===== src/common/mpeg_pkg.sv =====
// stream byte type, start-code and segment constants, keystream step
package mpeg_pkg;

	typedef logic [7:0] byte_t;

	// prefix 00 00 01, then one stream ID byte
	localparam int START_PREFIX_LEN = 3;
	localparam int SEG_HEADER_LEN = 4;

	localparam byte_t PREFIX_ZERO = 8'h00;
	localparam byte_t PREFIX_ONE = 8'h01;

	localparam byte_t VID_ID_LO = 8'hE0;
	localparam byte_t VID_ID_HI = 8'hEF;

	// 8-bit Galois LFSR
	localparam byte_t LFSR_SEED = 8'hA5;
	localparam byte_t LFSR_TAPS = 8'hB8;

	function automatic logic is_video_id(input byte_t id);
		return (id >= VID_ID_LO) && (id <= VID_ID_HI);
	endfunction

	// shift right, fold the taps back in when a one drops out
	function automatic byte_t lfsr_next(input byte_t state);
		byte_t nxt;
		nxt = state >> 1;
		if (state[0]) begin
			nxt = nxt ^ LFSR_TAPS;
		end
		return nxt;
	endfunction

endpackage


===== src/common/pipe_pkg.sv =====
// order tag and tagged video byte types, default buffer sizes
package pipe_pkg;

	import mpeg_pkg::*;

	// one tag per released byte, replayed by the joiner
	typedef enum logic {
		route_misc = 1'b0,
		route_video = 1'b1
	} route_t;

	typedef struct packed {
		logic  seg_first;
		byte_t data;
	} vid_byte_t;

	localparam int DEF_VID_DEPTH = 64;
	localparam int DEF_MISC_DEPTH = 64;
	// order FIFO sees every byte of both paths
	localparam int DEF_ORDER_DEPTH = 128;
	localparam int DEF_AFULL_MARGIN = 6;

endpackage


===== src/hw/sync_fifo.sv =====
// single-clock FIFO with typed payload and almost-full flag
`timescale 1ns/1ps

module sync_fifo #(
	parameter type payload_t = logic [7:0],
	parameter int DEPTH = 64,
	parameter int AFULL_MARGIN = 6
) (
	input  logic     clk,
	input  logic     rst_n,
	input  payload_t din,
	input  logic     wr,
	output payload_t dout,
	input  logic     rd,
	output logic     empty,
	output logic     almost_full
);

	localparam int AW = (DEPTH > 1) ? $clog2(DEPTH) : 1;
	localparam int CW = $clog2(DEPTH + 1);
	localparam logic [AW-1:0] LAST_PTR = AW'(DEPTH - 1);
	localparam logic [CW-1:0] FULL_LEVEL = CW'(DEPTH);
	// free entries at or below the margin
	localparam logic [CW-1:0] AFULL_LEVEL = CW'(DEPTH - AFULL_MARGIN);

	payload_t mem [DEPTH];
	logic [AW-1:0] wr_ptr;
	logic [AW-1:0] rd_ptr;
	logic [CW-1:0] count;
	logic do_wr;
	logic do_rd;

	// writes when full and reads when empty are dropped
	assign do_wr = wr && (count != FULL_LEVEL);
	assign do_rd = rd && !empty;

	assign empty = (count == '0);
	assign almost_full = (count >= AFULL_LEVEL);
	assign dout = mem[rd_ptr];

	always_ff @(posedge clk) begin
		if (do_wr) begin
			mem[wr_ptr] <= din;
		end
	end

	always_ff @(posedge clk) begin
		if (!rst_n) begin
			wr_ptr <= '0;
			rd_ptr <= '0;
			count <= '0;
		end else begin
			if (do_wr) begin
				wr_ptr <= (wr_ptr == LAST_PTR) ? '0 : wr_ptr + 1'b1;
			end
			if (do_rd) begin
				rd_ptr <= (rd_ptr == LAST_PTR) ? '0 : rd_ptr + 1'b1;
			end
			case ({do_wr, do_rd})
				2'b10: count <= count + 1'b1;
				2'b01: count <= count - 1'b1;
				default: count <= count;
			endcase
		end
	end

endmodule


===== src/splitter/start_code_splitter.sv =====
// start-code detection, three-byte hold window and per-byte routing
`timescale 1ns/1ps

module start_code_splitter
	import mpeg_pkg::*;
	import pipe_pkg::*;
(
	input  logic      clk,
	input  logic      rst_n,
	input  byte_t     in_data,
	input  logic      in_en,
	input  logic      stream_end,
	input  logic      vid_afull,
	input  logic      misc_afull,
	input  logic      order_afull,
	output vid_byte_t vid_data,
	output logic      vid_wr,
	output byte_t     misc_data,
	output logic      misc_wr,
	output route_t    order_tag,
	output logic      order_wr,
	output logic      prog_full
);

	localparam int W = START_PREFIX_LEN;

	// win[W-1] is the oldest held byte
	byte_t win [W];
	logic [W-1:0] vld;
	logic flushing;
	route_t cur_route;
	route_t id_route;
	route_t rel_route;
	logic prefix_hit;
	logic shift;
	logic rel;

	assign prefix_hit = in_en && (&vld) && (win[W-1] == PREFIX_ZERO) &&
		(win[W-2] == PREFIX_ZERO) && (win[0] == PREFIX_ONE);
	assign id_route = is_video_id(in_data) ? route_video : route_misc;
	// the released byte is the first 00 of a new prefix on a hit
	assign rel_route = prefix_hit ? id_route : cur_route;

	assign shift = in_en || (flushing && (|vld));
	assign rel = shift && vld[W-1];

	assign prog_full = vid_afull || misc_afull || order_afull;

	always_ff @(posedge clk) begin
		if (!rst_n) begin
			vld <= '0;
			flushing <= 1'b0;
			cur_route <= route_misc;
			vid_wr <= 1'b0;
			misc_wr <= 1'b0;
			order_wr <= 1'b0;
		end else begin
			vid_wr <= rel && (rel_route == route_video);
			misc_wr <= rel && (rel_route == route_misc);
			order_wr <= rel;
			if (shift) begin
				vld <= {vld[W-2:0], in_en};
			end
			if (prefix_hit) begin
				cur_route <= id_route;
			end
			if (stream_end) begin
				flushing <= 1'b1;
			end else if (flushing && (vld == '0)) begin
				// next stream starts outside any segment
				flushing <= 1'b0;
				cur_route <= route_misc;
			end
		end
	end

	always_ff @(posedge clk) begin
		if (shift) begin
			win[0] <= in_data;
			for (int i = W - 1; i > 0; i--) begin
				win[i] <= win[i-1];
			end
		end
		if (rel) begin
			vid_data.data <= win[W-1];
			vid_data.seg_first <= prefix_hit && (id_route == route_video);
			misc_data <= win[W-1];
			order_tag <= rel_route;
		end
	end

endmodule


===== src/hw/payload_scrambler.sv =====
// keystream XOR of video payload bytes, restarted per segment
`timescale 1ns/1ps

module payload_scrambler
	import mpeg_pkg::*;
	import pipe_pkg::*;
(
	input  logic      clk,
	input  logic      rst_n,
	input  vid_byte_t in_data,
	input  logic      in_empty,
	output logic      in_rd,
	output byte_t     scr_data,
	output logic      scr_valid,
	input  logic      scr_take
);

	localparam int HW = $clog2(SEG_HEADER_LEN + 1);

	logic [HW-1:0] hdr_cnt;
	byte_t lfsr;
	logic pop;
	logic in_header;

	assign pop = !in_empty && (!scr_valid || scr_take);
	assign in_rd = pop;
	// prefix and stream ID pass through
	assign in_header = in_data.seg_first || (hdr_cnt < HW'(SEG_HEADER_LEN));

	always_ff @(posedge clk) begin
		if (!rst_n) begin
			scr_valid <= 1'b0;
			hdr_cnt <= '0;
			lfsr <= LFSR_SEED;
		end else begin
			if (pop) begin
				scr_valid <= 1'b1;
			end else if (scr_take) begin
				scr_valid <= 1'b0;
			end
			if (pop) begin
				if (in_data.seg_first) begin
					hdr_cnt <= HW'(1);
					lfsr <= LFSR_SEED;
				end else if (in_header) begin
					hdr_cnt <= hdr_cnt + 1'b1;
				end else begin
					lfsr <= lfsr_next(lfsr);
				end
			end
		end
	end

	always_ff @(posedge clk) begin
		if (pop) begin
			scr_data <= in_header ? in_data.data : (in_data.data ^ lfsr);
		end
	end

endmodule


===== src/hw/stream_joiner.sv =====
// order-driven merge of video and misc paths onto the output
`timescale 1ns/1ps

module stream_joiner
	import mpeg_pkg::*;
	import pipe_pkg::*;
(
	input  logic   clk,
	input  logic   rst_n,
	input  route_t order_tag,
	input  logic   order_empty,
	output logic   order_rd,
	input  byte_t  scr_data,
	input  logic   scr_valid,
	output logic   scr_take,
	input  byte_t  misc_data,
	input  logic   misc_empty,
	output logic   misc_rd,
	output byte_t  out_data,
	output logic   out_en
);

	logic want_video;
	logic path_ready;
	logic go;

	assign want_video = (order_tag == route_video);
	// wait on whichever path the head tag points at
	assign path_ready = want_video ? scr_valid : !misc_empty;
	assign go = !order_empty && path_ready;

	assign order_rd = go;
	assign scr_take = go && want_video;
	assign misc_rd = go && !want_video;

	always_ff @(posedge clk) begin
		if (!rst_n) begin
			out_en <= 1'b0;
		end else begin
			out_en <= go;
		end
	end

	always_ff @(posedge clk) begin
		if (go) begin
			out_data <= want_video ? scr_data : misc_data;
		end
	end

endmodule


===== src/hw/mpeg_stream_core.sv =====
// top level wiring the splitter, three FIFOs, payload scrambler and joiner
`timescale 1ns/1ps

module mpeg_stream_core
	import mpeg_pkg::*;
	import pipe_pkg::*;
#(
	parameter int VID_DEPTH = DEF_VID_DEPTH,
	parameter int MISC_DEPTH = DEF_MISC_DEPTH,
	parameter int ORDER_DEPTH = DEF_ORDER_DEPTH,
	parameter int AFULL_MARGIN = DEF_AFULL_MARGIN
) (
	input  logic  clk,
	input  logic  rst_n,
	input  byte_t mpeg_in,
	input  logic  mpeg_in_en,
	input  logic  stream_end,
	output byte_t mpeg_out,
	output logic  mpeg_out_en,
	output logic  mpeg_prog_full
);

	vid_byte_t vid_wr_data;
	vid_byte_t vid_head;
	logic vid_wr;
	logic vid_rd;
	logic vid_empty;
	logic vid_afull;

	byte_t misc_wr_data;
	byte_t misc_head;
	logic misc_wr;
	logic misc_rd;
	logic misc_empty;
	logic misc_afull;

	route_t order_wr_tag;
	route_t order_head;
	logic order_wr;
	logic order_rd;
	logic order_empty;
	logic order_afull;

	byte_t scr_data;
	logic scr_valid;
	logic scr_take;

	start_code_splitter u_splitter (
		.clk         (clk),
		.rst_n       (rst_n),
		.in_data     (mpeg_in),
		.in_en       (mpeg_in_en),
		.stream_end  (stream_end),
		.vid_afull   (vid_afull),
		.misc_afull  (misc_afull),
		.order_afull (order_afull),
		.vid_data    (vid_wr_data),
		.vid_wr      (vid_wr),
		.misc_data   (misc_wr_data),
		.misc_wr     (misc_wr),
		.order_tag   (order_wr_tag),
		.order_wr    (order_wr),
		.prog_full   (mpeg_prog_full)
	);

	sync_fifo #(
		.payload_t    (vid_byte_t),
		.DEPTH        (VID_DEPTH),
		.AFULL_MARGIN (AFULL_MARGIN)
	) u_vid_fifo (
		.clk         (clk),
		.rst_n       (rst_n),
		.din         (vid_wr_data),
		.wr          (vid_wr),
		.dout        (vid_head),
		.rd          (vid_rd),
		.empty       (vid_empty),
		.almost_full (vid_afull)
	);

	sync_fifo #(
		.payload_t    (byte_t),
		.DEPTH        (MISC_DEPTH),
		.AFULL_MARGIN (AFULL_MARGIN)
	) u_misc_fifo (
		.clk         (clk),
		.rst_n       (rst_n),
		.din         (misc_wr_data),
		.wr          (misc_wr),
		.dout        (misc_head),
		.rd          (misc_rd),
		.empty       (misc_empty),
		.almost_full (misc_afull)
	);

	sync_fifo #(
		.payload_t    (route_t),
		.DEPTH        (ORDER_DEPTH),
		.AFULL_MARGIN (AFULL_MARGIN)
	) u_order_fifo (
		.clk         (clk),
		.rst_n       (rst_n),
		.din         (order_wr_tag),
		.wr          (order_wr),
		.dout        (order_head),
		.rd          (order_rd),
		.empty       (order_empty),
		.almost_full (order_afull)
	);

	payload_scrambler u_scrambler (
		.clk       (clk),
		.rst_n     (rst_n),
		.in_data   (vid_head),
		.in_empty  (vid_empty),
		.in_rd     (vid_rd),
		.scr_data  (scr_data),
		.scr_valid (scr_valid),
		.scr_take  (scr_take)
	);

	stream_joiner u_joiner (
		.clk         (clk),
		.rst_n       (rst_n),
		.order_tag   (order_head),
		.order_empty (order_empty),
		.order_rd    (order_rd),
		.scr_data    (scr_data),
		.scr_valid   (scr_valid),
		.scr_take    (scr_take),
		.misc_data   (misc_head),
		.misc_empty  (misc_empty),
		.misc_rd     (misc_rd),
		.out_data    (mpeg_out),
		.out_en      (mpeg_out_en)
	);

endmodule


===== config.mk =====
export PLATFORM = sky130hd
export DESIGN_NAME = mpeg_stream_core
export DESIGN_NICKNAME = d
export VERILOG_FILES = /design/src/common/mpeg_pkg.sv /design/src/common/pipe_pkg.sv /design/src/hw/sync_fifo.sv /design/src/splitter/start_code_splitter.sv /design/src/hw/payload_scrambler.sv /design/src/hw/stream_joiner.sv /design/src/hw/mpeg_stream_core.sv
export SDC_FILE = /design/constraint.sdc
export NUM_CORES = 1
export LEC_CHECK = 0
export BUFFER_PORTS_ARGS = -buffer_cell sky130_fd_sc_hd__buf_2
export CORE_ASPECT_RATIO = 0.75
export CORE_MARGIN = 10
export CORE_UTILIZATION = 25
export DETAILED_ROUTE_END_ITERATION = 10
export PLACE_DENSITY = 0.43
export SYNTH_ARGS = -nofsm -noshare
export SYNTH_HDL_FRONTEND = slang
export SYNTH_SLANG_ARGS = --single-unit

===== constraint.sdc =====
create_clock -name clk -period 6.5 [get_ports clk]
set_input_delay 0 -clock clk [delete_from_list [all_inputs] [get_ports clk]]
set_output_delay 0 -clock clk [all_outputs]
set_load 0.03 [all_outputs]

==> results of run 1 <==
-- power by group --
| part | internal (mW) | switching, mW | leakage, nW |
|---|---|---|---|
| clock | 4.64 | 3.45 | 2.22 |
| combinational | 1.02 | 1.14 | 3.97 |
| sequential | 9.59 | 0.173 | 12.3 |
-- cells by family (layout without fill, tap and decap cells) --
kind of cell / after synthesis / in the layout / share of synthesized area [%]
AOI/OAI and AO/OA: 134 / 134 / 1.75
xor gates and xnor gates: 45 / 45 / 0.729
adders and majority gates: 21 / 21 / 0.500
buffers and inverters: 157 / 381 / 1.40
DFF: 1366 / 1366 / 74.0
muxes: 415 / 415 / 16.8
other: 0 / 2 / 0
and+or+nand+nor: 578 / 578 / 4.77
-- layer usage --
metal  global-route usage [%]  share of wire (%)
met1                     18.2                 51
met2                     15.5                 41
met3                     2.50                5.7
met4                     2.56                2.0
met5                        0             0.0095
-- state kept, by name (all words and copies together) (netlist names), 3 cells and up, named ones only --
| register | flops |
|---|---|
| u_vid_fifo.mem | 576 |
| u_joiner.out_data | 8 |
| u_order_fifo.wr_ptr | 7 |
| u_scrambler.lfsr | 8 |
| u_misc_fifo.rd_ptr | 6 |
| u_vid_fifo.rd_ptr | 6 |
| u_misc_fifo.mem | 512 |
| u_misc_fifo.count | 7 |
| u_misc_fifo.wr_ptr | 6 |
| u_splitter.vld | 3 |
| u_splitter.vid_data | 9 |
| u_vid_fifo.count | 7 |
| u_order_fifo.mem | 128 |
| u_scrambler.hdr_cnt | 3 |
| u_vid_fifo.wr_ptr | 6 |
| u_order_fifo.rd_ptr | 7 |
| u_splitter.win | 24 |
| u_scrambler.scr_data | 8 |
| u_order_fifo.count | 8 |
-- placed cells by master, fill, tap and decap left out, types with 8 or more instances in the layout --
cell,n
and2_1,9
clkbuf_1,31
nand3_1,34
a21oi_1,34
mux2_2,9
nor4_1,13
ha_1,20
clkbuf_16,152
inv_1,24
dfxtp_1,91
buf_2,21
nor2b_1,16
clkinv_1,29
xor2_1,24
edfxtp_1,1266
mux4_1,20
or3_1,14
nand2b_1,16
nand3b_1,10
o21ai_0,18
xnor2_1,21
o22ai_1,17
dlygate4sd3_1,20
nor2_1,332
mux4_2,368
nor3_1,14
bufinv_16,8
mux2i_1,18
nand2_1,92
buf_4,50
clkinv_2,23
-- area by class of cell --
type	instances	share of cell area, %
timing repair buffer	98	1.32
inverter	25	0.151
antenna	2	0.00803
sequential	1366	64.2
multi-input combinational	1193	21.3
tap	2831	5.68
clock buffer	187	6.38
clock inverter	71	0.911
-- critical path, stage by stage (launching register included) --
cell and delay, ns:
dfxtp_2 0.44, buf_12 0.27, mux4_1 0.58, or4_1 0.41, o2111ai_1 0.11, or4_2 0.16
nand3_4 0.14, o21a_1 0.23, a21oi_2 0.34, inv_1 0.12, ha_1 0.33, ha_1 0.33
a21o_1 0.18, a21oi_1 0.22, o21bai_1 0.12, a2111o_1 0.43, and3_1 0.17, nor3_1 0.20
xnor2_1 0.14, nor2_1 0.05
-- how the worst min path moves through the flow --
stage / start / cells after the start / end / slack (ns)
2_1_floorplan: mpeg_in[0] / 0 / u_splitter.win[0][0]$_DFFE_PN_ / 0.1
3_3_place_gp: mpeg_in[2] / 1 / u_splitter.win[0][2]$_DFFE_PN_ / 0.18
3_5_place_dp: mpeg_in[1] / 1 / u_splitter.win[0][1]$_DFFE_PN_ / 0.18
4_1_cts: mpeg_in_en / 4 / u_splitter.vld[0]$_SDFFE_PN0N_ / 0.001
5_1_grt: mpeg_in_en / 4 / u_splitter.vld[0]$_SDFFE_PN0N_ / 0.08
6_report: mpeg_in_en / 4 / u_splitter.vld[0]$_SDFFE_PN0N_ / 0.08
-- per-stage QoR --
step	hold slack [ns]	cells	instance area [um^2]	setup WS (ns)	utilization, %
floorplan	0.0989	2716	54100	1.87	-
global placement	0.182	5493	57600	1.31	26.8
detailed placement	0.178	5493	57600	1.32	26.8
CTS	0.00140	5771	62300	1.29	29.1
global route	0.0819	5772	62300	0.925	29.1
finish	0.0780	5773	62300	1.35	29.1
-- synthesized netlist by cell type (20+ instances only) --
library cell / n / area [um^2]
a21oi_1: 34 / 170
buf_1: 23 / 86.3
clkbuf_1: 68 / 255
dfxtp_1: 100 / 2000
edfxtp_1: 1266 / 38000
ha_1: 20 / 250
inv_1: 25 / 93.8
mux4_1: 20 / 526
mux4_2: 368 / 8290
nand2_1: 92 / 345
nand3_1: 34 / 170
nor2_1: 332 / 1250
xnor2_1: 21 / 184
xor2_1: 24 / 210
==> summary by stage, run 1 <==
Setup path
The setup slack on the worst flop-to-flop path is 1.35 ns. The worst setup path is captured at a flop. The type of element launching the critical path is a flop. Data arrives at the worst endpoint at 5.76 ns. The terminus of the critical flop-to-flop path is u_order_fifo.count[7]$_SDFFE_PN0P_.

Along the worst path, the maximum fanout reaches 27. STA puts the critical path data required time at 7.11 ns. The worst setup path is of the reg -> reg kind.

The cell count of the worst reg-to-reg path is 19. In this run the worst setup path terminates at u_order_fifo.count[7]$_SDFFE_PN0P_.

Synth
The gate count of the mapped netlist is 2716. Of the synthesized area, sequential elements account for 74.0%. The summed instance area of the synthesized netlist is 0.0541 mm^2. The number of synthesized register bits is 1366.

The most common flop cell mapped by yosys is edfxtp_1. The post-synth net total is 2749. The count of flip-flops with a built-in enable after synthesis is 1266. In the synthesized netlist the async set-or-reset flop fraction comes to 0%. The number of warnings printed during yosys synthesis is 0. The number of distinct library cells after synthesis is 74. The mean post-synth cell area is 19.9 um^2.

Global routing
The number of global-route vias before repair is 26400. The all-layer global routing usage is 11.4%. The pin count of the biggest net entering global routing is 118. The first global-routing pass estimated 199000 um of wire.

The global route total overflow is 0. The initial antenna violation count is 8.

CTS
Clock tree synthesis selected as its root buffer the cell clkbuf_16. TritonCTS built the clock tree. The tree built by TritonCTS fans out to 1366 sinks. The later pin in the worst-skew pair is clocked with a latency of 0.78 ns. The post-cts hold buffer count is 20.

TritonCTS created 148 clock buffers. In this run the post-CTS setup repair buffer count came out at 0. The clock tree synthesis step divided the H-tree into 4 levels.

After clock tree synthesis, the repair step resized 0 gates. The buffer levels on the longest clock path is 4. The clock-pin slew reported for the worst setup and hold paths after clock tree synthesis is 0.06 ns.

Floorplan
The horizontal die dimension is 557 um. The top-level port count is 22. The area of the die is 0.235 mm^2. The initialized floorplan defines 147 standard-cell rows. The overall die height is 423 um. For this configuration, the core starts out at a cell density of 25.2%. The core area is 0.214 mm^2.

STA
The worst clock skew is 0.0704 ns. The final number of max-transition violations is 0. The total count of hold-check failures in the final report was 0. The worst-case headroom to the max-slew limit is 18.8%. After layout, the worst path uses 79.2% of the clock period.

Setup violations remaining at the end of the flow were counted as 0. Counting I/O delays and the setup requirement, the final critical path takes 5.15 ns. The setup total negative slack is 0 ns.

The highest clock frequency the design can meet is 194 MHz. The pin slew with the least headroom to its limit is 1.21 ns. Setup repair after global routing left no endpoint under its margin.

Power
The power density over cell area is 321 mW/mm^2. The cell leakage power is 18.5 nW. Power comes to 20.0 mW. The worst-case vdd ir drop is 218 uV.

Routing
The routed layout has 26200 vias. In the final routed layout, each cell accounts on average for 23.8 um. The number of DRC markers after the initial detailed-route iteration is 2403. Before antenna repair, the detailed router went through 5 iterations.

In the routed layout, each cell is associated on average with a via count of 4.54. After detailed routing, the total wire length is 137000 um. The detail route stage leaves a number of antenna-violating nets equal to 0. The DRC violation count after routing is 0.

Cells and area
Summing all flip-flop and latch instances after layout gives 0.0400 mm^2. The area taken by multi-input logic gates is 0.0133 mm^2. The filler cells instantiated in the layout total 21100. Relative to the synthesized area, the layout overhead comes to 15.3%. The layout cell share with drive strength beyond 1 is 23.1%.

After the last flow step, the layout net total stands at 2865.

Worst hold path
The worst hold path belongs to the class in -> reg.

Outcome
The flow ran to the end, and the final reports show no timing, DRC or antenna violations.

Place
The count of input and output buffers is 21. The sum of net half-perimeters after detailed placement is 82100 um. At the end of routability-driven placement, the weighted congestion stood at 0.719.

Run
Across the run, the number of max-cap violations was 0.
No activity file was read; power rests on OpenSTA's default activity.
==> inputs of run 2 (changes only) <==
--- a/config.mk
+++ b/config.mk
@@ -10,7 +10,7 @@
 export CORE_MARGIN = 10
 export CORE_UTILIZATION = 25
 export DETAILED_ROUTE_END_ITERATION = 10
-export PLACE_DENSITY = 0.43
+export PLACE_DENSITY = 0.45
 export SYNTH_ARGS = -nofsm -noshare
 export SYNTH_HDL_FRONTEND = slang
 export SYNTH_SLANG_ARGS = --single-unit
==> constraint.sdc (replaced) <==
create_clock -name clk -period 4.5 [get_ports clk]
set_input_delay 0 -clock clk [delete_from_list [all_inputs] [get_ports clk]]
set_output_delay 0 -clock clk [all_outputs]
set_load 0.03 [all_outputs]
==> run 2 against run 1 <==
Against the previous run:
- cell area grew 1.3%
- flip-flop and latch count is the same
- critical endpoint unchanged
- critical path type unchanged
- register-to-register slack got worse by 1.1 ns
- combinational power rose by 52%
- non-clock buffer count up 116
- cell count rose by 1.7%
==> summary by stage, run 2 (synthesis results as in run 1) <==
Routing
The first detailed-routing pass took 7 iterations. Dividing the detail-routed via count by the number of cells gives 4.53. The detailed router finished its first iteration with 2436 violations. The number of nets with antenna violations after routing is 0. In the routed design, unresolved DRC markers number 0. The average wire per cell in the routed design is 23.0 um. The total detailed-routing wirelength is 135000 um. The final route contains 26600 vias.

Setup path
The largest driver fanout on the critical path is 16. The terminus of the critical flop-to-flop path is u_order_fifo.count[7]$_SDFFE_PN0P_. The data required time of the critical path is 5.13 ns. Counting cells, the worst reg-to-reg path comes to 19. The master of the slowest instance on the critical path is mux4_1. Walking the worst path, the cells encountered are buf_12, mux4_1, o22ai_2, nor2_1, nand4b_1, nand3_4, o21a_2, a21oi_4, inv_2, ha_1, buf_4, ha_1, a21oi_2, o21bai_1, a2111o_1, and3_1, nor3_2, xnor2_1, nor2_1. The cell class contributing the biggest share of worst-path delay is compound AO/OA/AOI/OAI gates. The largest single stage delay on the critical path is 0.58 ns. The type of the setup path with the least slack is reg -> reg. The arrival time of data at the critical path endpoint is 4.86 ns. The setup slack on the worst flop-to-flop path is 0.27 ns. STA classifies the critical path startpoint as a flop. STA classifies the critical path endpoint as a flop. The number of buffers and inverters on the critical path is 3.

STA
The worst clock skew is 0.0485 ns. Measured against its own limit, the worst slew margin works out to 26.2%. At the pin with the least slew margin, the transition time is 1.11 ns.

The post-route clock period utilization is 94.0%. The final number of max-transition violations came to 0. The total count of hold-check failures in the final report is 0.

Setup violations remaining at the end of the flow were counted as 0. The routed design could run at a clock period as short as 4.23 ns. Across all setup checks in the final design, the least slack found is 0.270 ns. Derived from the worst setup path, the maximum achievable clock frequency is 236 MHz. Setup repair after global routing could not meet its margin everywhere.

Cells and area
In the layout the commonest cells are edfxtp_1 (1266), mux4_2 (368), nor2_1 (332). The post-route cell area is 0.0632 mm^2. The number of nets in the finished design is 2977.

The synthesis-to-finish area growth is 16.9%. Counting flops per register, the top entry is u_vid_fifo.mem. Leaving out fill and tap cells, the most frequent cell in the layout is edfxtp_1.

The largest registers in the layout are u_vid_fifo.mem: 576 flops, u_misc_fifo.mem: 512 flops, u_order_fifo.mem: 128 flops. The register with the most flip-flops in the layout has 576 of them. The filler cells instantiated in the layout total 21000. The layout cell share with drive strength beyond 1 is 25.9%.

CTS
The clock-pin slew reported for the worst setup and hold paths after clock tree synthesis is 0.06 ns. The clock drives 1366 sinks. The CTS root buffer is clkbuf_16. The CTS tree is done. Counting along the longest clock path gives a buffer depth of 4. Clock latency on the worst-skew pair, taken at its later pin, is 0.76 ns. CTS built an H-tree with a depth of 4. In this run, CTS created clock tree buffers numbering 144.

Floorplan
22 I/O pins were placed. The core area is 0.214 mm^2. The area of the die is 0.235 mm^2. The floorplan step set the die width to 557 um. For this configuration, the core starts out at a cell density of 25.2%. The overall die height is 423 um. Row generation in the floorplan step produced 147 rows.

Power
The combinational power share is 11.5%. Net switching is 23.6% of the power. The share of total power dissipated in the clock network is 39.0%.

The switching power is 6.73 mW. The analysis attributes to cell leakage a power of 19.0 nW. Across the VDD grid, the largest voltage drop is 251 uV.

After layout, the design draws a total of 28.5 mW. Per report_power, the sequential group accounts for 49.4% of the total. The power density over cell area is 451 mW/mm^2. The internal power of the cells totals 21.7 mW.

Place
Summing all placed instances gives a cell area of 0.0586 mm^2. At the placement stage, the worst setup path has a slack of -0.0522 ns. The final weighted congestion in routability-driven placement is 0.753. The count of buffers added on input and output ports is 21. The sum of net half-perimeters after detailed placement is 83400 um.

Global routing
The pin count of the biggest net entering global routing is 129. The initial antenna violation count is 11. The number of global-route vias before repair is 26700.

The first-pass GRT wire length is 198000 um. The global route total overflow is 0. Global routing consumed, over all layers together, 11.2% of the routing resources.

Outcome
The run finished with clean final reports.

Worst hold path
The launch instance of the worst min-delay path is mpeg_in_en. The worst hold-check path type is in -> reg. The depth of the worst hold-timing path is 5. The terminating pin of the worst hold path is u_splitter.vld[1]$_SDFFE_PN0N_.

Run
The tool flagged a number of max-cap violations equal to 0.
[run 2: cell types whose count changed in the layout (fill, tap and decap cells not counted), moves of 3 or more]
cell / change
buf_4: +97
buf_12: +14
clkinv_1: -7
clkbuf_16: -5
bufinv_16: -4
clkbuf_1: +4
clkbuf_8: +4
clkinv_2: -4
a21oi_1: -3
dlygate4sd3_1: +3
[run 2: through the flow]
step                TNS (ns)  hold WS (ns)  utilization, %  std cells
floorplan                  0        0.0989               -       2716
global placement           0         0.180            27.3       5602
detailed placement   -0.0522         0.180            27.3       5602
CTS                        0        0.0692            29.4       5865
global route        -0.00213         0.158            29.5       5870
finish                     0         0.141            29.5       5873
[run 2: what timing repair did]
action | in CTS | in global routing
setup endpoints to repair | 1 | 6
buffers inserted | 0 | 4
hold endpoints to repair | 77 | 0
pin swaps | 0 | 6
resized for setup | 1 | 13
hold buffers | 23 | 0
[run 2: how the worst max path moves through the flow]
stage | to | slack (ns) | cells after the start
6_report | u_order_fifo.count[7]$_SDFFE_PN0P_ | 0.27 | 19
3_5_place_dp | u_misc_fifo.count[6]$_SDFFE_PN0P_ | -0.05 | 19
4_1_cts | u_order_fifo.count[7]$_SDFFE_PN0P_ | 0.03 | 19
3_3_place_gp | u_misc_fifo.count[6]$_SDFFE_PN0P_ | 0.01 | 19
5_1_grt | u_vid_fifo.count[6]$_SDFFE_PN0P_ | -0.002 | 20
2_1_floorplan | u_order_fifo.count[7]$_SDFFE_PN0P_ | 0.01 | 20
[run 2: area by class of cell]
type | count | area, um^2 | area share (%)
Antenna cell | 4 | 10.0 | 0.0158
Clock buffer | 190 | 3920 | 6.21
Clock inverter | 50 | 339 | 0.537
Inverter | 25 | 93.8 | 0.149
Multi-Input combinational cell | 1193 | 13300 | 21.1
Sequential cell | 1366 | 40000 | 63.4
Tap cell | 2831 | 3540 | 5.61
Timing Repair Buffer | 214 | 1880 | 2.98
[run 2: power groups by stage]
stage                     Clock (mW)  Sequential, mW  Combinational [mW]
final                           11.1            14.1                3.28
after CTS                       11.5            14.1                3.33
after floorplan                    0            14.2                2.33
after global placement             0            14.4                3.28
after detailed placement           0            14.4                3.29
after global routing            12.0            14.1                3.54
[run 2: tightest hold or removal path, stage by stage]
cell and delay (ns):
dlygate4sd3_1 0.52, buf_2 0.14, nor2_1 0.08, nand2_1 0.07, a21oi_1 0.05
[run 2: routing by layer]
| layer | wire, um | vias to the layer above | share of wire (%) | track usage [%] |
|---|---|---|---|---|
| met1 | 68500 | 14200 | 51 | 17.9 |
| met5 | 0 | - | 0 | 0 |
| met2 | 56000 | 704 | 41 | 15.3 |
| met3 | 8170 | 176 | 6.0 | 2.48 |
| met4 | 2430 | 0 | 1.8 | 2.31 |
| li1 | - | 11500 | - | - |
